$ cat config.mk
export PLATFORM = sky130hd
export DESIGN_NAME = video_regs
export DESIGN_NICKNAME = d
export VERILOG_FILES = /design/src/video_pkg.sv /design/src/video_regs.sv
export SDC_FILE = /design/constraint.sdc
export NUM_CORES = 1
export LEC_CHECK = 0
export BUFFER_PORTS_ARGS = -buffer_cell sky130_fd_sc_hd__clkbuf_2
export CAP_MARGIN = 20
export CORE_MARGIN = 5
export CORE_UTILIZATION = 56
export CTS_CLUSTER_SIZE = 8
export DETAILED_ROUTE_END_ITERATION = 10
export PLACE_DENSITY = 0.85
export SETUP_SLACK_MARGIN = 0.4
export SLEW_MARGIN = 20
export SYNTH_ARGS = -nofsm -noshare
export SYNTH_HDL_FRONTEND = slang
export SYNTH_SLANG_ARGS = --single-unit
$ cat constraint.sdc
create_clock -name i_clock -period 4.6 [get_ports i_clock]
set_input_delay 0.69 -clock i_clock [delete_from_list [all_inputs] [get_ports i_clock]]
set_output_delay 0.69 -clock i_clock [all_outputs]
set_load 0.005 [all_outputs]
$ cat src/video_pkg.sv
package video_pkg;

	// ========================================
	// Sizes and address map

	localparam int MAX_PITCH = 640;
	localparam int LINE_WORDS = MAX_PITCH / 4;
	localparam int PALETTE_SIZE = 256;

	// Region select is address bits 23:20
	localparam logic [3:0] REGION_PALETTE = 4'hE;
	localparam logic [3:0] REGION_CONTROL = 4'hF;

	// Register index from address bits 3:2
	localparam logic [1:0] REG_READ_OFFSET = 2'd0;
	localparam logic [1:0] REG_PITCH = 2'd1;
	localparam logic [1:0] REG_SKIP = 2'd2;
	localparam logic [1:0] REG_FRAME_COUNT = 2'd3;

	// ========================================
	// Types

	typedef logic [31:0] word_t;
	typedef logic [31:0] vram_addr_t;
	typedef logic [23:0] rgb_t;
	typedef logic [7:0] color_index_t;
	typedef logic [10:0] screen_coord_t;
	typedef logic [8:0] line_addr_t;

	typedef struct packed {
		vram_addr_t read_offset;
		word_t pitch;
		logic [1:0] skip;
	} video_config_t;

	typedef struct packed {
		logic valid;
		line_addr_t addr;
		word_t data;
	} line_write_t;

	typedef struct packed {
		logic valid;
		color_index_t addr;
		rgb_t data;
	} palette_write_t;

	typedef struct packed {
		logic write;
		logic [1:0] index;
		word_t wdata;
	} reg_access_t;

	typedef enum logic [2:0] {
		IDLE,
		VRAM_WAIT,
		PALETTE,
		CONTROL,
		RELEASE
	} cpu_state_t;

endpackage
$ cat src/video_regs.sv
`timescale 1ns/1ps

module video_regs (
	input logic i_clock,
	input logic i_rst_n,
	input video_pkg::reg_access_t i_access,
	input logic i_vblank,
	output video_pkg::word_t o_rdata,
	output video_pkg::video_config_t o_config
);
	import video_pkg::*;

	vram_addr_t read_offset;
	word_t pitch;
	logic [1:0] skip;
	word_t frame_count;
	logic [1:0] vblank_sync;
	logic vblank_rise;

	// Older sample in bit 1
	assign vblank_rise = (vblank_sync == 2'b01);

	always_ff @(posedge i_clock or negedge i_rst_n) begin
		if (!i_rst_n) begin
			read_offset <= '0;
			pitch <= '0;
			skip <= '0;
			frame_count <= '0;
			vblank_sync <= '0;
		end else begin
			vblank_sync <= {vblank_sync[0], i_vblank};
			if (vblank_rise) begin
				frame_count <= frame_count + 32'd1;
			end
			// Frame counter is read-only
			if (i_access.write) begin
				unique case (i_access.index)
					REG_READ_OFFSET: read_offset <= i_access.wdata;
					REG_PITCH: pitch <= i_access.wdata;
					REG_SKIP: skip <= i_access.wdata[1:0];
					default: ;
				endcase
			end
		end
	end

	// CPU read-back
	always_comb begin
		unique case (i_access.index)
			REG_READ_OFFSET: o_rdata = read_offset;
			REG_PITCH: o_rdata = pitch;
			REG_SKIP: o_rdata = {30'd0, skip};
			REG_FRAME_COUNT: o_rdata = frame_count;
			default: o_rdata = '0;
		endcase
	end

	assign o_config = '{
		read_offset: read_offset,
		pitch: pitch,
		skip: skip
	};

endmodule

==> impl_metrics.ini <==
[detailed_routing]
via_per_inst = 5.52
drtAntennaViolNets = 0
wl_met1_mm = 4.72
wirelength_mm = 11.2
first_pass_iters = 4
wl_per_cell_um = 18.1
top_layer_used = met4
vias = 3427
drtIter0Drc = 173
met3_length_um = 534
route.met2.wl_mm = 5.85
drc_errors = 0

[critical_path]
crit_arrival_ps = 2320
critPathLaunchType = input port
path_max_fanout = 36
end_kind = output pin
cp.required_ps = 3910
path_class = input port to output pin
reg2regPathDepth = 5

[power]
total_power_mw = 2.15
power.density_nw_per_um2 = 384
p_leak_nw = 2.72
vdd_drop_max_v = 0.000265

[floorplan]
initial_utilization_pct = 57.0
die_height_um = 101
row_count = 33
die_w_um = 101
dieArea_um2 = 10200
core_area_um2 = 8130
ios = 136

[timing]
skew_ps = 15.5
setup_ws_ps = 1590
whs_ps = 417
fin_crit_sh_pct = 65.5
finalSetupTns_ps = 0
setup_viol = 0
maxSlewHeadroom_pct = 42.4
drv_slew = 0
timing_hold_violations_final = 0
fmax_mhz = 332
tightest_slew_ps = 862
timing.final.crit_period_ps = 3010
rsz0062_at_grt = no

[hold_path]
min_path_cells = 0
worstHoldPathType = flip-flop to flip-flop

[synth]
synthCells = 380
syn_area_per_cell_um2 = 12.2
synth-edff-count = 0
synth_warnings = 0
syn-num-nets = 419
synth_cell_type_count = 31
synthArstFlopShare_pct = 100
ys_ff_latch = 100
syn_area_um2 = 4640
synth_seq_area_share_pct = 53.9
synth_ff_type = dfrtp_1

[clock_network]
cts_buffers = 9
clock-sinks = 100
cts_resized = 0
cts_tree = built
cts_max_path_buffers = 2
root_buffer = clkbuf_8
htree_levels = 3
cts.clk_slew.worst_paths_ps = 100
holdBufCountCts = 0
clk_latency_ps = 350
cts_setup_buffers = 0

[global_routing]
grt_util_all_layers_pct = 22.6
grt_pass1_vias = 3621
antenna_found_initial = 0
grt_overflow = 0
grt_pass1_wl_mm = 18.2
grt_max_degree = 66

[job]
cap_viol_max_count = 0

[cells_and_area]
layout-drive-gt1-share_pct = 44.6
synthToLayoutAreaGrowth_pct = 20.5
final_common_cell = clkbuf_2
nets = 550
antenna_cells = 0
fillCellCount = 607
final_cell_mix = clkbuf_2 (134), dfrtp_1 (100), mux2_2 (67), nand2_1 (40)
final_util_pct = 68.7

[run_status]
status = finished clean

[place]
dp_hpwl_mm = 8.31
dp_slack_ps = 1300
gp_congestion = 0.812
port_buffers = 135
-- power by group --
group	switching (mW)	internal, mW
combinational	0.205	0.259
sequential	0.133	1.01
clock	0.285	0.252
-- state kept, by name, summed over array words and instances, names as in the netlist --
name / flops
frame_count: 32
pitch: 32
read_offset: 32
skip: 2
vblank_sync: 2
-- critical path: stages --
cell and delay (ps):
clkbuf_2 510, and2_2 670, nand2_1 100, o21ai_0 150
clkbuf_2 180
-- stage by stage --
stage | instance area, um2 | cells
floorplan | 4640 | 380
global route | 5590 | 621
global placement | 5400 | 605
CTS | 5590 | 621
detailed placement | 5400 | 605
finish | 5590 | 621
-- cell type report --
cell class	count	area [um2]	share of cell area, %
multi-input cells	254	2030	36.4
clock inverters	4	50.0	0.895
inverters	6	22.5	0.403
flip-flops and latches	100	2500	44.8
well taps	105	131	2.35
clock buffers	12	135	2.42
repair buffers	140	716	12.8
-- layer usage --
layer / vias up / global-route usage [%]
met5: - / 0
met1: 1724 / 29.8
li1: 1598 / -
met2: 91 / 38.6
met3: 14 / 3.74
met4: 0 / 6.54
-- cell usage after synthesis (2+ instances only) --
cell	count	area (um2)
inv_1	6	22.5
mux2_2	67	754
nor4_1	2	12.5
mux4_2	2	45.0
nor3b_1	2	15.0
clkbuf_1	13	48.8
o21ai_0	30	150
buf_2	5	25.0
nand3_2	2	20.0
and2_1	3	18.8
and4_1	2	17.5
nor2_1	7	26.3
nand3_1	5	25.0
nand3b_1	2	15.0
and4b_1	2	20.0
nor3_1	12	60.1
xnor2_1	12	105
nand4_1	8	50.1
nand2_1	40	150
mux2i_1	30	300
xor2_1	19	166
dfrtp_1	100	2500
-- cells by family (layout without fill, tap and decap cells) --
group	after synthesis	after routing	share of synthesized area (%)
xor+xnor	31	31	5.85
compound gates	30	30	3.24
mux	99	99	23.7
buf+inv	26	162	2.40
fa+ha+maj	1	1	0.270
flops	100	100	53.9
simple gates	93	93	10.6
-- worst paths after layout --
check | end | slack, ps | from
min reg2reg | vblank_sync[1]$_DFF_PN0_ | 420 | vblank_sync[0]$_DFF_PN0_
min | vblank_sync[1]$_DFF_PN0_ | 420 | vblank_sync[0]$_DFF_PN0_
max reg2reg | frame_count[20]$_DFFE_PN0N_ | 2580 | frame_count[1]$_DFFE_PN0N_
min in group asynchronous | pitch[28]$_DFFE_PN0P_ | 430 | i_rst_n
max | o_rdata[19] | 1590 | i_access[33]
max in group asynchronous | frame_count[9]$_DFFE_PN0N_ | 3200 | i_rst_n
(Power assumes the default switching activity.)
