===== src/video_pkg.sv =====
package video_pkg;

	// ========================================
	// Sizes and address map

	localparam int MAX_PITCH = 640;
	localparam int LINE_WORDS = MAX_PITCH / 4;
	localparam int PALETTE_SIZE = 256;

	// Region select is address bits 23:20
	localparam logic [3:0] REGION_PALETTE = 4'hE;
	localparam logic [3:0] REGION_CONTROL = 4'hF;

	// Register index from address bits 3:2
	localparam logic [1:0] REG_READ_OFFSET = 2'd0;
	localparam logic [1:0] REG_PITCH = 2'd1;
	localparam logic [1:0] REG_SKIP = 2'd2;
	localparam logic [1:0] REG_FRAME_COUNT = 2'd3;

	// ========================================
	// Types

	typedef logic [31:0] word_t;
	typedef logic [31:0] vram_addr_t;
	typedef logic [23:0] rgb_t;
	typedef logic [7:0] color_index_t;
	typedef logic [10:0] screen_coord_t;
	typedef logic [8:0] line_addr_t;

	typedef struct packed {
		vram_addr_t read_offset;
		word_t pitch;
		logic [1:0] skip;
	} video_config_t;

	typedef struct packed {
		logic valid;
		line_addr_t addr;
		word_t data;
	} line_write_t;

	typedef struct packed {
		logic valid;
		color_index_t addr;
		rgb_t data;
	} palette_write_t;

	typedef struct packed {
		logic write;
		logic [1:0] index;
		word_t wdata;
	} reg_access_t;

	typedef enum logic [2:0] {
		IDLE,
		VRAM_WAIT,
		PALETTE,
		CONTROL,
		RELEASE
	} cpu_state_t;

endpackage

===== src/line_fetcher.sv =====
`timescale 1ns/1ps

module line_fetcher (
	input logic i_clock,
	input logic i_rst_n,
	input logic i_video_hblank,
	input logic i_video_vblank,
	input video_pkg::video_config_t i_config,
	output video_pkg::line_write_t o_line_write,

	output logic o_vram_pb_request,
	output video_pkg::vram_addr_t o_vram_pb_address,
	input video_pkg::word_t i_vram_pb_rdata,
	input logic i_vram_pb_ready
);
	import video_pkg::*;

	logic [1:0] hblank_sync;
	logic [1:0] vblank_sync;
	logic frame_start;
	logic line_start;
	logic line_fetch;
	logic beat;
	logic last_beat;
	logic has_words;

	vram_addr_t row_addr;
	vram_addr_t next_row_addr;
	line_addr_t column;
	line_addr_t line_words;
	logic line_odd;

	logic write_valid;
	line_addr_t write_addr;
	word_t write_data;

	// ========================================
	// Edge detect and fetch conditions

	assign frame_start = (vblank_sync == 2'b01);
	assign line_start = (hblank_sync == 2'b01) && !vblank_sync[0];
	// Every second line repeats when skip bit 1 is set
	assign line_fetch = line_start && (!i_config.skip[1] || line_odd);

	assign line_words = line_addr_t'(i_config.pitch >> 2);
	assign has_words = (line_words != '0);
	assign next_row_addr = row_addr + i_config.pitch;

	assign beat = o_vram_pb_request && i_vram_pb_ready;
	assign last_beat = beat && (column == line_words - 9'd1);

	always_ff @(posedge i_clock or negedge i_rst_n) begin
		if (!i_rst_n) begin
			hblank_sync <= '0;
			vblank_sync <= '0;
			row_addr <= '0;
			column <= '0;
			line_odd <= 1'b0;
			o_vram_pb_request <= 1'b0;
			write_valid <= 1'b0;
		end else begin
			hblank_sync <= {hblank_sync[0], i_video_hblank};
			vblank_sync <= {vblank_sync[0], i_video_vblank};
			write_valid <= beat;
			if (frame_start) begin
				row_addr <= i_config.read_offset;
				column <= '0;
				line_odd <= 1'b0;
				o_vram_pb_request <= has_words;
			end else if (line_start) begin
				line_odd <= !line_odd;
				if (line_fetch) begin
					row_addr <= next_row_addr;
					column <= '0;
					o_vram_pb_request <= has_words;
				end
			end else if (beat) begin
				column <= column + 9'd1;
				if (last_beat) begin
					o_vram_pb_request <= 1'b0;
				end
			end
		end
	end

	// ========================================
	// Port B address and line buffer data

	always_ff @(posedge i_clock) begin
		if (frame_start) begin
			o_vram_pb_address <= i_config.read_offset;
		end else if (line_fetch) begin
			o_vram_pb_address <= next_row_addr;
		end else if (beat) begin
			o_vram_pb_address <= o_vram_pb_address + 32'd4;
		end
		write_addr <= column;
		write_data <= i_vram_pb_rdata;
	end

	assign o_line_write = '{valid: write_valid, addr: write_addr, data: write_data};

endmodule


===== config.mk =====
export PLATFORM = sky130hd
export DESIGN_NAME = line_fetcher
export DESIGN_NICKNAME = d
export VERILOG_FILES = /design/src/video_pkg.sv /design/src/line_fetcher.sv
export SDC_FILE = /design/constraint.sdc
export NUM_CORES = 1
export LEC_CHECK = 0
export ABC_AREA = 1
export BUFFER_PORTS_ARGS = -buffer_cell sky130_fd_sc_hd__buf_2
export CORE_MARGIN = 1.5
export CORE_UTILIZATION = 50
export DETAILED_ROUTE_END_ITERATION = 10
export PLACE_DENSITY = 0.78
export SYNTH_ARGS = -nofsm -noshare
export SYNTH_HDL_FRONTEND = slang
export SYNTH_SLANG_ARGS = --single-unit

===== constraint.sdc =====
create_clock -name i_clock -period 2.2 [get_ports i_clock]
set_input_delay 0.66 -clock i_clock [delete_from_list [all_inputs] [get_ports i_clock]]
set_output_delay 0.66 -clock i_clock [all_outputs]
set_load 0.1 [all_outputs]

==> results.py <==
metrics = {
    "sta": {
        "slew_headroom": 0.671,
        "whs_ns": 0.212,
        "slew_viol_final": 0,
        "finalSetupViolCount": 0,
        "fmax_mhz": 472,
        "timing.final.ws_setup_ns": 0.0793,
        "period_needed_ns": 2.12,
        "worst_clock_skew_ns": 0.0127,
        "rsz0062_at_grt": "true",
        "final_hold_viol_count": 0,
        "tightestPinTransition_ns": 0.498,
        "finalCritPeriodShare": 0.964,
    },
    "routing": {
        "via_per_inst": 5.17,
        "drt_pass1_iterations": 5,
        "wirelength_um": 22900,
        "vias": 8021,
        "wl_per_cell_um": 14.8,
        "drtIter0Drc": 879,
        "postRouteAntennaNets": 0,
        "drc": 0,
    },
    "synthesis": {
        "synth_nets": 1221,
        "synth-seq-cells": 121,
        "async_flop_share": 0.397,
        "synth-edff-count": 32,
        "synth_area_per_cell_um2": 7.03,
        "yosysWarnings": 0,
        "synth_area_um2": 7620,
        "synth_cell_type_count": 43,
        "dominantRegCellSynth": "dfrtp_1",
        "ys_seq_area_frac": 0.392,
        "synthCells": 1083,
    },
    "cells_and_area": {
        "fill_cells": 1270,
        "layout-drive-gt1-share": 0.272,
        "final_cell_mix": "nand2_1, buf_2, inv_1",
        "syn2layout_area_growth_pct": 33.0,
        "nets": 1491,
        "diodes": 0,
        "mostFrequentLayoutCell": "nand2_1",
        "utilization": 0.689,
    },
    "die": {
        "die_w_um": 126,
        "num_rows": 44,
        "io_pins": 178,
        "dieArea_um2": 16000,
        "core-area_um2": 14700,
        "die_y_um": 126,
        "start_util": 0.518,
    },
    "flow_run": {
        "maxCapViolCount": 0,
    },
    "pwr": {
        "power_density_nw_per_um2": 943,
        "vdd_ir_drop_max_mv": 0.734,
        "leakagePower_nw": 5.47,
    },
    "run_status": {
        "outcome": "complete, no violations",
    },
    "cts": {
        "clkSlewWorstSetupHoldPaths_ns": 0.06,
        "clock_latency_ns": 0.42,
        "clockBufferDepth": 2,
        "cts_buffers": 17,
        "cts_sinks": 121,
        "cts_root_buf": "clkbuf_16",
        "cts_hold_buffers": 0,
        "htree_num_levels": 4,
        "tritoncts": "done",
        "cts_setup_buffers": 0,
    },
    "grt": {
        "antenna_found_initial": 0,
        "grt_max_degree": 49,
        "grt_pass1_wl_um": 36000,
        "overflow": 0,
        "grt_usage": 0.288,
        "grt_pass1_vias": 7320,
    },
    "setup_path": {
        "critPathKind": "reg -> reg",
        "cp-end-kind": "flop",
        "crit_path_start_kind": "flop",
        "crit_arrival_ns": 2.27,
        "worst-path-max-fanout": 4,
        "cp.required_ns": 2.35,
    },
    "place": {
        "port-buffer-count": 176,
        "place.gp.congestion": 0.971,
        "pre_cts_slack_ns": -0.381,
        "dp_hpwl_um": 18200,
    },
    "min_path": {
        "hold_class": "in -> async",
    },
}
power by group:
group          internal, mW  switching (mW)  total (mW)
sequential             2.62           0.275        2.90
clock                  1.69            1.13        2.82
combinational          1.23            2.61        3.84
total                  5.54            4.01        9.55
per-stage QoR:
stage	instance area, um^2	power, mW	cells	setup TNS (ns)
after floorplan	7640	5.44	1083	-1.58
after global placement	9370	6.53	1518	-9.95
final	10100	9.55	1550	0
after CTS	9960	9.41	1550	0
after detailed placement	9370	6.59	1518	-11.35
after global routing	10100	10.0	1550	-0.0358
repair_timing:
item / 4_1_cts / 5_1_grt
gates cloned: 0 / 0
endpoints found under the setup margin: 2 / 22
pin swaps: 0 / 4
gates resized for setup: 2 / 38
logic make-up (layout without fill, tap and decap cells):
group	count (synthesis)	count (layout)	synth area share
xor gates and xnor gates	21	21	0.0278
AOI/OAI and AO/OA	91	91	0.0659
muxes	1	1	0.00131
and+or+nand+nor	637	637	0.364
DFF	121	121	0.392
buffers and inverters	177	460	0.0913
adders and majority gates	35	35	0.0585
cell usage after synthesis, drive strengths merged (12+ instances only):
library cell,number,area share
nor3,18,0.016
nor2,90,0.051
edfxtp,32,0.13
nand4,16,0.015
nand2,379,0.19
inv,162,0.080
dfxtp,41,0.11
a21oi,43,0.028
nand3,122,0.080
dfrtp,48,0.16
xor2,12,0.014
ha,34,0.056
o21ai,30,0.020
sequential cells by signal, summed over array words and instances, names as in the netlist:
| register | flops |
|---|---|
| write_addr | 9 |
| write_valid | 1 |
| row_addr | 32 |
| write_data | 32 |
| vblank_sync | 2 |
| column | 9 |
| hblank_sync | 2 |
| o_vram_pb_request | 1 |
| line_odd | 1 |
| o_vram_pb_address | 32 |
layer usage:
metal  track usage  wire length, um  up-vias
li1              -                -     4024
met1         0.411            10500     3660
met2         0.461            10500      299
met3        0.0363             1490       38
met4        0.0865              436        0
met5             0                0        -
worst paths after layout:
| path | from | end | slack, ns | cells after the start |
|---|---|---|---|---|
| worst max-delay path | row_addr[0] | o_vram_pb_address[16] | 0.08 | 11 |
| min in group i_clock | i_vram_pb_rdata[18] | write_data[18] | 0.33 | 1 |
| worst max register to register | row_addr[0] | o_vram_pb_address[16] | 0.08 | 11 |
| max in group asynchronous | i_rst_n | row_addr[23] | 1.73 | 2 |
| worst min register to register | column[6] | write_addr[6] | 0.38 | 0 |
| worst min-delay path | i_rst_n | hblank_sync[0] | 0.21 | 2 |
final cells by class:
cell class,count,area (um^2),area share
multi-input combinational,785,4130,0.408
sequential,121,2980,0.295
timing repair buffer,265,1570,0.155
inverter,163,613,0.0605
clock buffer,20,468,0.0462
tap,184,230,0.0227
clock inverter,12,126,0.0125
critical path, stage by stage (launching register included):
cell and delay, ns:
dfrtp_1 0.39, ha_2 0.19, fa_2 0.35, nand3_2 0.07
nand3_2 0.09, nand2_1 0.07, nand3b_1 0.17, nand2_1 0.13
nand2_2 0.07, xor2_1 0.15, nand2_1 0.10, nand3_2 0.08
No activity file was read; power rests on OpenSTA's default activity.
