`src/video_pkg.sv`:
```
package video_pkg;

	// ========================================
	// Sizes and address map

	localparam int MAX_PITCH = 640;
	localparam int LINE_WORDS = MAX_PITCH / 4;
	localparam int PALETTE_SIZE = 256;

	// Region select is address bits 23:20
	localparam logic [3:0] REGION_PALETTE = 4'hE;
	localparam logic [3:0] REGION_CONTROL = 4'hF;

	// Register index from address bits 3:2
	localparam logic [1:0] REG_READ_OFFSET = 2'd0;
	localparam logic [1:0] REG_PITCH = 2'd1;
	localparam logic [1:0] REG_SKIP = 2'd2;
	localparam logic [1:0] REG_FRAME_COUNT = 2'd3;

	// ========================================
	// Types

	typedef logic [31:0] word_t;
	typedef logic [31:0] vram_addr_t;
	typedef logic [23:0] rgb_t;
	typedef logic [7:0] color_index_t;
	typedef logic [10:0] screen_coord_t;
	typedef logic [8:0] line_addr_t;

	typedef struct packed {
		vram_addr_t read_offset;
		word_t pitch;
		logic [1:0] skip;
	} video_config_t;

	typedef struct packed {
		logic valid;
		line_addr_t addr;
		word_t data;
	} line_write_t;

	typedef struct packed {
		logic valid;
		color_index_t addr;
		rgb_t data;
	} palette_write_t;

	typedef struct packed {
		logic write;
		logic [1:0] index;
		word_t wdata;
	} reg_access_t;

	typedef enum logic [2:0] {
		IDLE,
		VRAM_WAIT,
		PALETTE,
		CONTROL,
		RELEASE
	} cpu_state_t;

endpackage
```
`src/cpu_port.sv`:
```
`timescale 1ns/1ps

module cpu_port (
	input logic i_clock,
	input logic i_rst_n,

	input logic i_cpu_request,
	input logic i_cpu_rw,
	input video_pkg::vram_addr_t i_cpu_address,
	input video_pkg::word_t i_cpu_wdata,
	output video_pkg::word_t o_cpu_rdata,
	output logic o_cpu_ready,

	input video_pkg::word_t i_reg_rdata,
	output video_pkg::reg_access_t o_reg_access,
	output video_pkg::palette_write_t o_palette_write,

	output logic o_vram_pa_request,
	output logic o_vram_pa_rw,
	output video_pkg::vram_addr_t o_vram_pa_address,
	output video_pkg::word_t o_vram_pa_wdata,
	input video_pkg::word_t i_vram_pa_rdata,
	input logic i_vram_pa_ready
);
	import video_pkg::*;

	cpu_state_t state;
	logic [3:0] region;
	logic accept;
	logic reg_write;
	logic [1:0] reg_index;
	word_t reg_wdata;
	logic palette_valid;
	color_index_t palette_addr;
	rgb_t palette_data;

	assign region = i_cpu_address[23:20];
	assign accept = (state == IDLE) && i_cpu_request;

	// ========================================
	// Access FSM

	always_ff @(posedge i_clock or negedge i_rst_n) begin
		if (!i_rst_n) begin
			state <= IDLE;
			o_cpu_ready <= 1'b0;
			o_vram_pa_request <= 1'b0;
			reg_write <= 1'b0;
			palette_valid <= 1'b0;
		end else begin
			o_cpu_ready <= 1'b0;
			reg_write <= 1'b0;
			palette_valid <= 1'b0;
			unique case (state)
				IDLE: begin
					if (i_cpu_request) begin
						if (region == REGION_PALETTE) begin
							palette_valid <= i_cpu_rw;
							state <= PALETTE;
						end else if (region == REGION_CONTROL) begin
							reg_write <= i_cpu_rw;
							state <= CONTROL;
						end else begin
							o_vram_pa_request <= 1'b1;
							state <= VRAM_WAIT;
						end
					end
				end
				VRAM_WAIT: begin
					if (i_vram_pa_ready) begin
						o_vram_pa_request <= 1'b0;
						o_cpu_ready <= 1'b1;
						state <= RELEASE;
					end
				end
				PALETTE, CONTROL: begin
					o_cpu_ready <= 1'b1;
					state <= RELEASE;
				end
				RELEASE: begin
					// Hold off until the CPU drops its request
					if (!i_cpu_request) begin
						state <= IDLE;
					end
				end
				default: state <= IDLE;
			endcase
		end
	end

	// Access payload
	always_ff @(posedge i_clock) begin
		if (accept) begin
			reg_index <= i_cpu_address[3:2];
			reg_wdata <= i_cpu_wdata;
			palette_addr <= i_cpu_address[9:2];
			palette_data <= i_cpu_wdata[23:0];
			o_vram_pa_rw <= i_cpu_rw;
			o_vram_pa_address <= {8'h00, i_cpu_address[23:0]};
			o_vram_pa_wdata <= i_cpu_wdata;
		end
		if (state == CONTROL) begin
			o_cpu_rdata <= i_reg_rdata;
		end else if (state == PALETTE) begin
			o_cpu_rdata <= '0;
		end else if (state == VRAM_WAIT && i_vram_pa_ready) begin
			o_cpu_rdata <= i_vram_pa_rdata;
		end
	end

	assign o_reg_access = '{write: reg_write, index: reg_index, wdata: reg_wdata};
	assign o_palette_write = '{valid: palette_valid, addr: palette_addr, data: palette_data};

endmodule

```
`config.mk`:
```
export PLATFORM = sky130hd
export DESIGN_NAME = cpu_port
export DESIGN_NICKNAME = d
export VERILOG_FILES = /design/src/video_pkg.sv /design/src/cpu_port.sv
export SDC_FILE = /design/constraint.sdc
export NUM_CORES = 1
export LEC_CHECK = 0
export ABC_AREA = 1
export BUFFER_PORTS_ARGS = -buffer_cell sky130_fd_sc_hd__buf_2
export CAP_MARGIN = 20
export CORE_AREA = 2 2 116 118
export DETAILED_ROUTE_END_ITERATION = 12
export DIE_AREA = 0 0 118 120
export GPL_ROUTABILITY_DRIVEN = 0
export HOLD_SLACK_MARGIN = 0.03
export PLACE_DENSITY_LB_ADDON = 0.15
export SLEW_MARGIN = 20
export SYNTH_ARGS = -nofsm -noshare
export SYNTH_HDL_FRONTEND = slang
export SYNTH_SLANG_ARGS = --single-unit
```
`constraint.sdc`:
```
create_clock -name i_clock -period 5.9 [get_ports i_clock]
set_input_delay 1.77 -clock i_clock [delete_from_list [all_inputs] [get_ports i_clock]]
set_output_delay 1.77 -clock i_clock [all_outputs]
set_load 0.02 [all_outputs]
```
==> impl_metrics.json <==
{
  "drive_above_1_share": 0.569,
  "initial_utilization": 0.317,
  "antenna_found_initial": 0,
  "whs_ns": 0.473,
  "max_stage_delay_ns": 0.43,
  "grt_overflow": 0,
  "seq_power_share": 0.397,
  "p_int_uw": 1640,
  "tns_ns": 0,
  "ant_nets": 0,
  "hold_depth": 2,
  "syn_inst": 325,
  "worst_slack_ns": 3.17,
  "route.detailed.drc": 0,
  "fin_crit_ns": 2.73,
  "leakage_uw": 0.00265,
  "area_growth_syn_to_layout_pct": 35.0,
  "cp-start-kind": "flop",
  "worstSkewPairLatency_ns": 0.34,
  "synth_cell_type_count": 20,
  "vias": 3054,
  "end_kind": "output port",
  "synth.avg_cell_area_um2": 12.7,
  "status": "finished, final reports clean",
  "ctsRootBufferMaster": "clkbuf_16",
  "r2r-end": "o_cpu_rdata[14]",
  "fin_skew_ns": 0.00697,
  "cts.hold.buffers_added": 0,
  "worst-path-buf-inv": 1,
  "cts_tree": "built",
  "clk_path_buf_depth": 2,
  "worst_pin_slew_ns": 0.804,
  "numCtsBuffers": 9,
  "dp_slack_ns": 2.65,
  "drv_slew": 0,
  "rows": 42,
  "vdd_drop_max_v": 0.000249,
  "htreeDepth": 3,
  "syn_area_mm2": 0.00411,
  "criticalPathCategory": "reg2out",
  "dp_hpwl_um": 8150,
  "path_delay_family": "flip-flops",
  "grt_usage": 0.145,
  "crit_required_ns": 4.13,
  "reg2reg_from": "state[2]",
  "clock_sinks": 96,
  "clock.fmax_mhz": 366,
  "grt_max_degree": 59,
  "p_comb_frac": 0.325,
  "drt_wl_total_um": 10600,
  "wl_per_cell_um": 14.7,
  "finalHoldViolCount": 0,
  "cp_max_fo": 3,
  "cp_num_cells": 1,
  "p_switching_uw": 901,
  "ys_warn_count": 0,
  "firstDrtPassIters": 4,
  "finalCritPeriodShare": 0.463,
  "crit_arrival_ns": 0.96,
  "ios": 300,
  "grt_pass1_wl_um": 15400,
  "place.port_buffers": 283,
  "worstHoldPathType": "reg2reg",
  "core_mm2": 0.0130,
  "crit_path_cell_trace": "buf_2",
  "cts_resized": 0,
  "layout_commonest_cell": "buf_2",
  "reg2reg_depth": 4,
  "drv_cap": 0,
  "critPathSlowestCell": "edfxtp_1",
  "diodes": 0,
  "slew_headroom": 0.463,
  "dieArea_mm2": 0.0142,
  "p_sw_frac": 0.354,
  "setup_viol": 0,
  "hp-start": "o_vram_pa_request",
  "finalNetCount": 676,
  "fp.dieW_um": 118,
  "postCtsSetupBuffers": 0,
  "grt_setup_unrepaired": "false",
  "grt_pass1_vias": 2798,
  "drt_iter0_drc": 132,
  "synth-seq-cells": 96,
  "holdPathEnd": "o_vram_pa_request",
  "ys_seq_area_frac": 0.692,
  "pwr_density_cell_mw_per_mm2": 458,
  "vias_per_cell": 4.22,
  "mostFrequentLayoutCells": "buf_2, edfxtp_1, nand2_1, nand3_1, nor2_1",
  "chipHeight_um": 120,
  "r2r_slack_ns": 3.64,
  "path_clk_slew_ns": 0.07,
  "power.share.clock": 0.279,
  "fillers": 1304
}
## per-stage QoR
step | util | area, µm² | instances | total power, µW
floorplan | - | 4140 | 332 | 1650
global placement | 0.397 | 5160 | 707 | 1850
detailed placement | 0.397 | 5160 | 707 | 1860
CTS | 0.426 | 5520 | 723 | 2570
global route | 0.428 | 5550 | 724 | 2670
finish | 0.428 | 5550 | 724 | 2540
## routing by layer
| metal | track usage | share of wire | vias to the layer above |
|---|---|---|---|
| met1 | 0.156 | 0.37 | 1443 |
| met4 | 0.0587 | 0.016 | 0 |
| met5 | 0 | 0 | - |
| met2 | 0.269 | 0.54 | 147 |
| li1 | - | - | 1453 |
| met3 | 0.0404 | 0.072 | 11 |
## registers in the layout, summed over array words and instances, names as in the netlist, 3 cells and up
name	flops
o_cpu_rdata	32
o_vram_pa_address	17
palette_addr	6
reg_wdata	32
state	3
## synth_stat cells, drive strengths merged
cell type / number / area [µm²]
buf: 83 / 634
clkbuf: 3 / 11.3
conb: 1 / 3.75
dfrtp: 7 / 175
edfxtp: 89 / 2670
inv: 9 / 36.3
nand2: 78 / 293
nand3: 36 / 185
nand4: 1 / 6.26
nor2: 14 / 65.1
nor3: 1 / 10.0
o21ai: 2 / 13.8
or2: 1 / 6.26
## power groups by stage
stage	clock, µW	combinational (µW)	sequential [µW]
CTS	728	828	1010
detailed placement	0	827	1030
finish	708	825	1010
floorplan	0	447	1210
global placement	0	826	1020
global route	755	886	1030
## final cells by class
cell class / count / area (µm²) / share of cell area
inverters: 9 / 36.3 / 0.00654
clock inverters: 7 / 141 / 0.0255
flip-flops and latches: 96 / 2850 / 0.513
repair buffers: 286 / 1460 / 0.263
well taps: 176 / 220 / 0.0397
multi-input cells: 141 / 622 / 0.112
clock buffers: 9 / 225 / 0.0406
## how the worst max path moves through the flow
stage                     endpoint            start  slack [ns]
2_1_floorplan        palette_valid    i_cpu_request        2.12
3_3_place_gp       o_cpu_rdata[13]  i_vram_pa_ready        2.69
3_5_place_dp       o_cpu_rdata[13]  i_vram_pa_ready        2.65
4_1_cts            o_cpu_rdata[14]  i_vram_pa_ready        3.03
5_1_grt              palette_valid    i_cpu_request        3.08
6_report       o_vram_pa_wdata[21]    reg_wdata[21]        3.17
## kinds of logic (layout without fill, tap and decap cells)
kind of cell	count (synthesis)	count (layout)	share of synthesized area
AO/OA/AOI/OAI	2	2	0.00335
AND/OR/NAND/NOR	131	131	0.138
buffers and inverters	95	311	0.166
other	1	8	0.000912
flip-flops	96	96	0.692
No activity file was read; power rests on OpenSTA's default activity.
