`src/video_pkg.sv`:
```
package video_pkg;

	// ========================================
	// Sizes and address map

	localparam int MAX_PITCH = 640;
	localparam int LINE_WORDS = MAX_PITCH / 4;
	localparam int PALETTE_SIZE = 256;

	// Region select is address bits 23:20
	localparam logic [3:0] REGION_PALETTE = 4'hE;
	localparam logic [3:0] REGION_CONTROL = 4'hF;

	// Register index from address bits 3:2
	localparam logic [1:0] REG_READ_OFFSET = 2'd0;
	localparam logic [1:0] REG_PITCH = 2'd1;
	localparam logic [1:0] REG_SKIP = 2'd2;
	localparam logic [1:0] REG_FRAME_COUNT = 2'd3;

	// ========================================
	// Types

	typedef logic [31:0] word_t;
	typedef logic [31:0] vram_addr_t;
	typedef logic [23:0] rgb_t;
	typedef logic [7:0] color_index_t;
	typedef logic [10:0] screen_coord_t;
	typedef logic [8:0] line_addr_t;

	typedef struct packed {
		vram_addr_t read_offset;
		word_t pitch;
		logic [1:0] skip;
	} video_config_t;

	typedef struct packed {
		logic valid;
		line_addr_t addr;
		word_t data;
	} line_write_t;

	typedef struct packed {
		logic valid;
		color_index_t addr;
		rgb_t data;
	} palette_write_t;

	typedef struct packed {
		logic write;
		logic [1:0] index;
		word_t wdata;
	} reg_access_t;

	typedef enum logic [2:0] {
		IDLE,
		VRAM_WAIT,
		PALETTE,
		CONTROL,
		RELEASE
	} cpu_state_t;

endpackage
```
`src/pixel_mapper.sv`:
```
`timescale 1ns/1ps

module pixel_mapper (
	input logic i_clock,
	input logic i_rst_n,
	input video_pkg::screen_coord_t i_pos_x,
	input logic i_skip_x,
	input video_pkg::word_t i_line_rdata,
	input video_pkg::rgb_t i_palette_rdata,
	output video_pkg::line_addr_t o_line_addr,
	output video_pkg::color_index_t o_palette_addr,
	output video_pkg::word_t o_video_rdata
);
	import video_pkg::*;

	logic [1:0] lane;
	logic [1:0] lane_q;

	// Four pixels per word, each pixel twice when doubling
	always_comb begin
		if (i_skip_x) begin
			o_line_addr = {1'b0, i_pos_x[10:3]};
			lane = i_pos_x[2:1];
		end else begin
			o_line_addr = i_pos_x[10:2];
			lane = i_pos_x[1:0];
		end
	end

	// Lane follows the line buffer read
	always_ff @(posedge i_clock) begin
		lane_q <= lane;
	end

	always_comb begin
		unique case (lane_q)
			2'd0: o_palette_addr = i_line_rdata[7:0];
			2'd1: o_palette_addr = i_line_rdata[15:8];
			2'd2: o_palette_addr = i_line_rdata[23:16];
			default: o_palette_addr = i_line_rdata[31:24];
		endcase
	end

	always_ff @(posedge i_clock or negedge i_rst_n) begin
		if (!i_rst_n) begin
			o_video_rdata <= '0;
		end else begin
			o_video_rdata <= {8'h00, i_palette_rdata};
		end
	end

endmodule

```
`config.mk`:
```
export PLATFORM = sky130hd
export DESIGN_NAME = pixel_mapper
export DESIGN_NICKNAME = d
export VERILOG_FILES = /design/src/video_pkg.sv /design/src/pixel_mapper.sv
export SDC_FILE = /design/constraint.sdc
export NUM_CORES = 1
export LEC_CHECK = 0
export BUFFER_PORTS_ARGS = -buffer_cell sky130_fd_sc_hd__buf_2
export CORE_ASPECT_RATIO = 2
export CORE_MARGIN = 10
export CORE_UTILIZATION = 32
export CTS_BUF_LIST = sky130_fd_sc_hd__clkbuf_16
export CTS_CLUSTER_DIAMETER = 40
export DETAILED_ROUTE_END_ITERATION = 8
export PLACE_DENSITY = 0.78
export RECOVER_POWER = 50
export SLEW_MARGIN = 10
export SYNTH_ARGS = -nofsm -noshare
export SYNTH_HDL_FRONTEND = slang
export SYNTH_SLANG_ARGS = --single-unit
```
`constraint.sdc`:
```
create_clock -name i_clock -period 1.2 [get_ports i_clock]
set_input_delay 0.06 -clock i_clock [delete_from_list [all_inputs] [get_ports i_clock]]
set_output_delay 0.06 -clock i_clock [all_outputs]
set_load 0.02 [all_outputs]
```
==> results of run 1 <==
[final timing paths]
path | start | end | cells past startpoint
worst min-delay path | i_pos_x[0] | lane_q[0] | 2
worst max-delay path | lane_q[0] | o_palette_addr[7] | 3
max in group asynchronous | i_rst_n | o_video_rdata[10] | 2
min in group asynchronous | i_rst_n | o_video_rdata[1] | 2
[repair_timing]
item | CTS | global route
setup endpoints to repair | 8 | 8
hold buffers | 25 | 0
hold endpoints to repair | 48 | 0
gates resized for setup | 17 | 0
[sequential cells by signal (all words and copies together), names as in the netlist]
signal	cells
lane_q	2
o_video_rdata	24
[power by group through the flow]
stage                     registers, mW  logic [mW]  clock network [mW]
after floorplan                    1.01       0.240                   0
after global placement            0.954       0.516                   0
after detailed placement          0.958       0.521                   0
after CTS                         0.942       0.634               0.717
after global routing              0.948       0.666               0.762
final                             0.942       0.631               0.698
[per-layer routing]
metal / part of all wire / GRT usage / vias up / wire length (µm)
li1: - / - / 460 / -
met4: 0.029 / 0.0590 / 0 / 133
met2: 0.58 / 0.283 / 80 / 2640
met1: 0.27 / 0.112 / 445 / 1260
met5: 0 / 0 / - / 0
met3: 0.12 / 0.0733 / 9 / 547
[final cells by class]
cell class | count | area (µm²)
Sequential cell | 26 | 642
Multi-Input combinational cell | 27 | 329
Fill cell | 246 | 1160
Tap cell | 31 | 38.8
Timing Repair Buffer | 136 | 868
Clock buffer | 3 | 75.1
Clock inverter | 1 | 3.75
[per-stage QoR]
stage | setup WS [ns] | setup TNS, ns | std cells | instance area, µm² | hold WS [ns]
after floorplan | 0.117 | 0 | 64 | 1050 | -0.236
after global placement | 0.0171 | 0 | 195 | 1580 | 0.0496
after detailed placement | 0.00218 | 0 | 195 | 1580 | 0.0540
after CTS | -0.238 | -1.89 | 224 | 1960 | 0.0383
after global routing | -0.276 | -2.17 | 224 | 1960 | 0.0395
final | -0.239 | -1.85 | 224 | 1960 | 0.0365
[cells in the final DEF, fill, tap and decap left out, types with 2 or more instances in the layout]
master	Yosys	layout
clkbuf_1	0	2
clkbuf_16	0	3
conb_1	1	8
dlygate4sd3_1	0	25
mux4_2	8	8
dfrtp_1	24	24
mux2_2	10	10
buf_6	1	8
buf_2	1	99
[logic make-up (layout without fill, tap and decap cells)]
family	Yosys count	in the layout
buffers and inverters	11	140
DFF	26	26
muxes	18	18
other	1	8
and+or+nand+nor	1	1
==> flow_metrics.tcl, run 1 <==
set metrics [dict create \
    rows 29 \
    chipWidth_um 60.0 \
    drc 0 \
    post-cts-setup-buffer-count 0 \
    cts_buffers 3 \
    cts.path.max_buffers 2 \
    slew_headroom 0.632 \
    drt_iter0_drc 33 \
    netSwitchingFraction 0.255 \
    path_max_fanout 8 \
    hold_viol_final 0 \
    synth_compound_area_frac 0 \
    root_buffer "clkbuf_16" \
    overflow 0 \
    grt_setup_unrepaired "true" \
    cts.sink_count 26 \
    tritoncts "built" \
    synthXorXnorAreaFrac 0 \
    tightest_slew_ns 0.552 \
    powerDensity_nw_per_um2 1160 \
    fin_nets 264 \
    gp_congestion 0.921 \
    ir_worst_vdd_uv 1410 \
    p_leak_nw 1.01 \
    min_period_ns 1.44 \
    yosysSeqAreaShare 0.625 \
    synthArstFlopShare 0.923 \
    cts_max_level 1 \
    synth_most_common_cell "dfrtp_1" \
    max_cap_violations 0 \
    pwr-share-comb 0.278 \
    critPathLaunchType "flop" \
    yosysTopAreaCell "dfrtp_1" \
    initial_core_util 0.328 \
    antenna_found_initial 0 \
    yosys.area_share.adder 0 \
    p_switching_uw 579 \
    synth_top_family_by_area "multiplexers" \
    final-setup-viol-count 8 \
    endpoint_kind "output port" \
    worst_ep_arrival_time_ns 1.38 \
    vias 994 \
    io_buffer_count 110 \
    die-height_um 100 \
    grt_pass1_vias 1186 \
    synth_area_per_cell_um2 18.0 \
    n_antenna_cell 0 \
    maxSlewViolCount 0 \
    worstPathCellList "buf_12 > mux4_2 > buf_6" \
    synth_seq_cells 26 \
    p_clk_frac 0.307 \
    ys_top_cells_by_count "dfrtp_1, mux2_2, buf_4, mux4_2, dfxtp_1" \
    critPathKind "flop to output port" \
    netlist.area_leader.share 0.586 \
    synthesis.area_um2 1020 \
    drt_wl_total_mm 4.57 \
    clk_pin_slew_ns 0.06 \
    crit_family "multiplexers" \
    power.total_mw 2.27 \
    setup_ws_ns -0.239 \
    hpwlAfterDp_mm 3.82 \
    synth.area.top_cells "dfrtp_1, mux4_2, mux2_2, buf_4, dfxtp_1" \
    violations "negative setup slack" \
    synth_mux_area_frac 0.286 \
    design.core.area_um2 3120 \
    layout-area-overhead-vs-synth_pct 91.0 \
    seqPwrFrac 0.415 \
    path_buf_inv 2 \
    routed_via_density 4.44 \
    drive_gt1_frac 0.679 \
    required_ns 1.14 \
    synth-simple-area-share 0.00611 \
    grt_pass1_wl_mm 6.51 \
    dominantRegCellSynth "dfrtp_1" \
    grt_max_degree 25 \
    hold_class "input port to flop" \
    outcome "finished, violations left" \
    yosysWarnings 0 \
    wl_per_cell_um 20.4 \
    firstDrtPassIters 3 \
    dieArea_um2 6000 \
    slowest_stage "mux4_2" \
    track_usage 0.147 \
    synth_edf_count 0 \
    fin_crit_sh 1.20 \
    max_stage_delay_ns 0.51 \
    fin_util 0.627 \
    fmax_ghz 0.695 \
    p_int_mw 1.69 \
    drtAntennaViolNets 0 \
    syn_inst 57 \
    ys_types 10 \
    io_pins 119 \
]
Note: power is estimated with default switching activity, not from simulation.
==> run 2: changes to the inputs <==
CAP_MARGIN = 10   (was unset)
CELL_PAD_IN_SITES_DETAIL_PLACEMENT = 0   (was unset)
CELL_PAD_IN_SITES_GLOBAL_PLACEMENT = 1   (was unset)
CORE_UTILIZATION = 23   (was 32)
PLACE_DENSITY = unset   (was 0.78)
PLACE_DENSITY_LB_ADDON = 0.1   (was unset)
SETUP_SLACK_MARGIN = 0.3   (was unset)
==> flow_metrics.tcl, run 2 (synthesis gave the netlist of run 1 again) <==
set metrics [dict create \
    required_ns 1.14 \
    dp_slack_ns -0.0481 \
    outcome "finished, violations left" \
    grt_pass1_vias 1165 \
    hold_viol_final 0 \
    tritoncts "built" \
    endpoint_kind "output port" \
    max_cap_violations 0 \
    post-cts-setup-buffer-count 0 \
    layout_common_cells "buf_2, dlygate4sd3_1, dfrtp_1, mux2_2" \
    fin_hold_ws_ns 0.0328 \
    min_period_ns 1.43 \
    hpwlAfterDp_mm 3.35 \
    io_pins 119 \
    drc 0 \
    dpl_cell_area_um2 1590 \
    largest_reg_flops 24 \
    slew_headroom 0.630 \
    critPathLaunchType "flop" \
    final-setup-viol-count 8 \
    hold_class "input port to flop" \
    drive_gt1_frac 0.682 \
    tightest_slew_ns 0.554 \
    fin_nets 263 \
    dieArea_um2 7690 \
    grt_pass1_wl_mm 5.78 \
    antenna_found_initial 0 \
    violations "negative setup slack" \
    worstPathCellList "mux4_2 > buf_6" \
    track_usage 0.0973 \
    drt_wl_total_mm 3.94 \
    overflow 0 \
    cts.path.max_buffers 2 \
    final_area_um2 1990 \
    seqPwrFrac 0.381 \
    layout-area-overhead-vs-synth_pct 94.6 \
    drt_iter0_drc 48 \
    drtAntennaViolNets 0 \
    wl_per_cell_um 16.0 \
    design.core.area_um2 4340 \
    dp.cells 217 \
    p_clk_frac 0.379 \
    powerDensity_nw_per_um2 1250 \
    setup_ws_ns -0.231 \
    top_regs "o_video_rdata (24), lane_q (2)" \
    io_buffer_count 110 \
    path_max_fanout 8 \
    p_switching_uw 588 \
    worst_ep_arrival_time_ns 1.37 \
    crit_family "multiplexers" \
    die-height_um 114 \
    p_leak_nw 1.02 \
    fin_crit_sh 1.19 \
    fin_tns_setup_ns -1.80 \
    pwr-share-comb 0.239 \
    path_buf_inv 1 \
    power.total_mw 2.49 \
    firstDrtPassIters 4 \
    regMostFlops "o_video_rdata" \
    gp_congestion 0.832 \
    clk_pin_slew_ns 0.06 \
    cts_max_level 1 \
    fmax_ghz 0.699 \
    grt_max_degree 25 \
    cts_buffers 3 \
    rows 34 \
    vias 980 \
    fin_cells 246 \
    fin_util 0.460 \
    n_antenna_cell 0 \
    max_stage_delay_ns 0.53 \
    cts.sink_count 26 \
    maxSlewViolCount 0 \
    critPathKind "flop to output port" \
    netSwitchingFraction 0.237 \
    initial_core_util 0.236 \
    grt_setup_unrepaired "true" \
    slowest_stage "mux4_2" \
    ir_worst_vdd_uv 922 \
    chipWidth_um 67.2 \
    final_common_cell "buf_2" \
    p_int_mw 1.90 \
    root_buffer "clkbuf_16" \
    routed_via_density 3.98 \
]
run 2: cell types whose count changed in the layout (fill, tap and decap cells not counted), sizes merged:
cell / delta
bufinv: +1
clkinv: -1
buf: -1
run 2: final timing paths:
path	cells after the start	slack (ns)	startpoint	end
min in group asynchronous	2	0.32	i_rst_n	o_video_rdata[17]
max in group asynchronous	2	0.51	i_rst_n	o_video_rdata[15]
max	2	-0.23	lane_q[0]	o_palette_addr[7]
min	2	0.03	i_pos_x[0]	lane_q[0]
run 2: routing by layer:
metal,GRT usage,part of all wire
met5,0,0
met4,0.0331,0.0079
met3,0.0608,0.18
met2,0.172,0.51
met1,0.0850,0.30
run 2: power groups by stage:
stage	combinational, mW	clock (mW)	sequential [mW]
global placement	0.485	0	0.965
detailed placement	0.487	0	0.966
finish	0.594	0.943	0.948
CTS	0.601	0.970	0.949
global route	0.634	1.02	0.955
floorplan	0.240	0	1.01
run 2: timing repair:
action,in CTS,in global routing
endpoints found under the setup margin,8,16
resized for setup,17,1
hold buffers,25,0
endpoints found under the hold margin,48,0
run 2: layout make-up:
| class | instances | area [µm²] |
|---|---|---|
| clock buffers | 3 | 75.1 |
| well taps | 54 | 67.6 |
| flip-flops and latches | 26 | 644 |
| clock inverters | 1 | 30.0 |
| fillers | 412 | 2340 |
| multi-input cells | 27 | 329 |
| repair buffers | 135 | 848 |
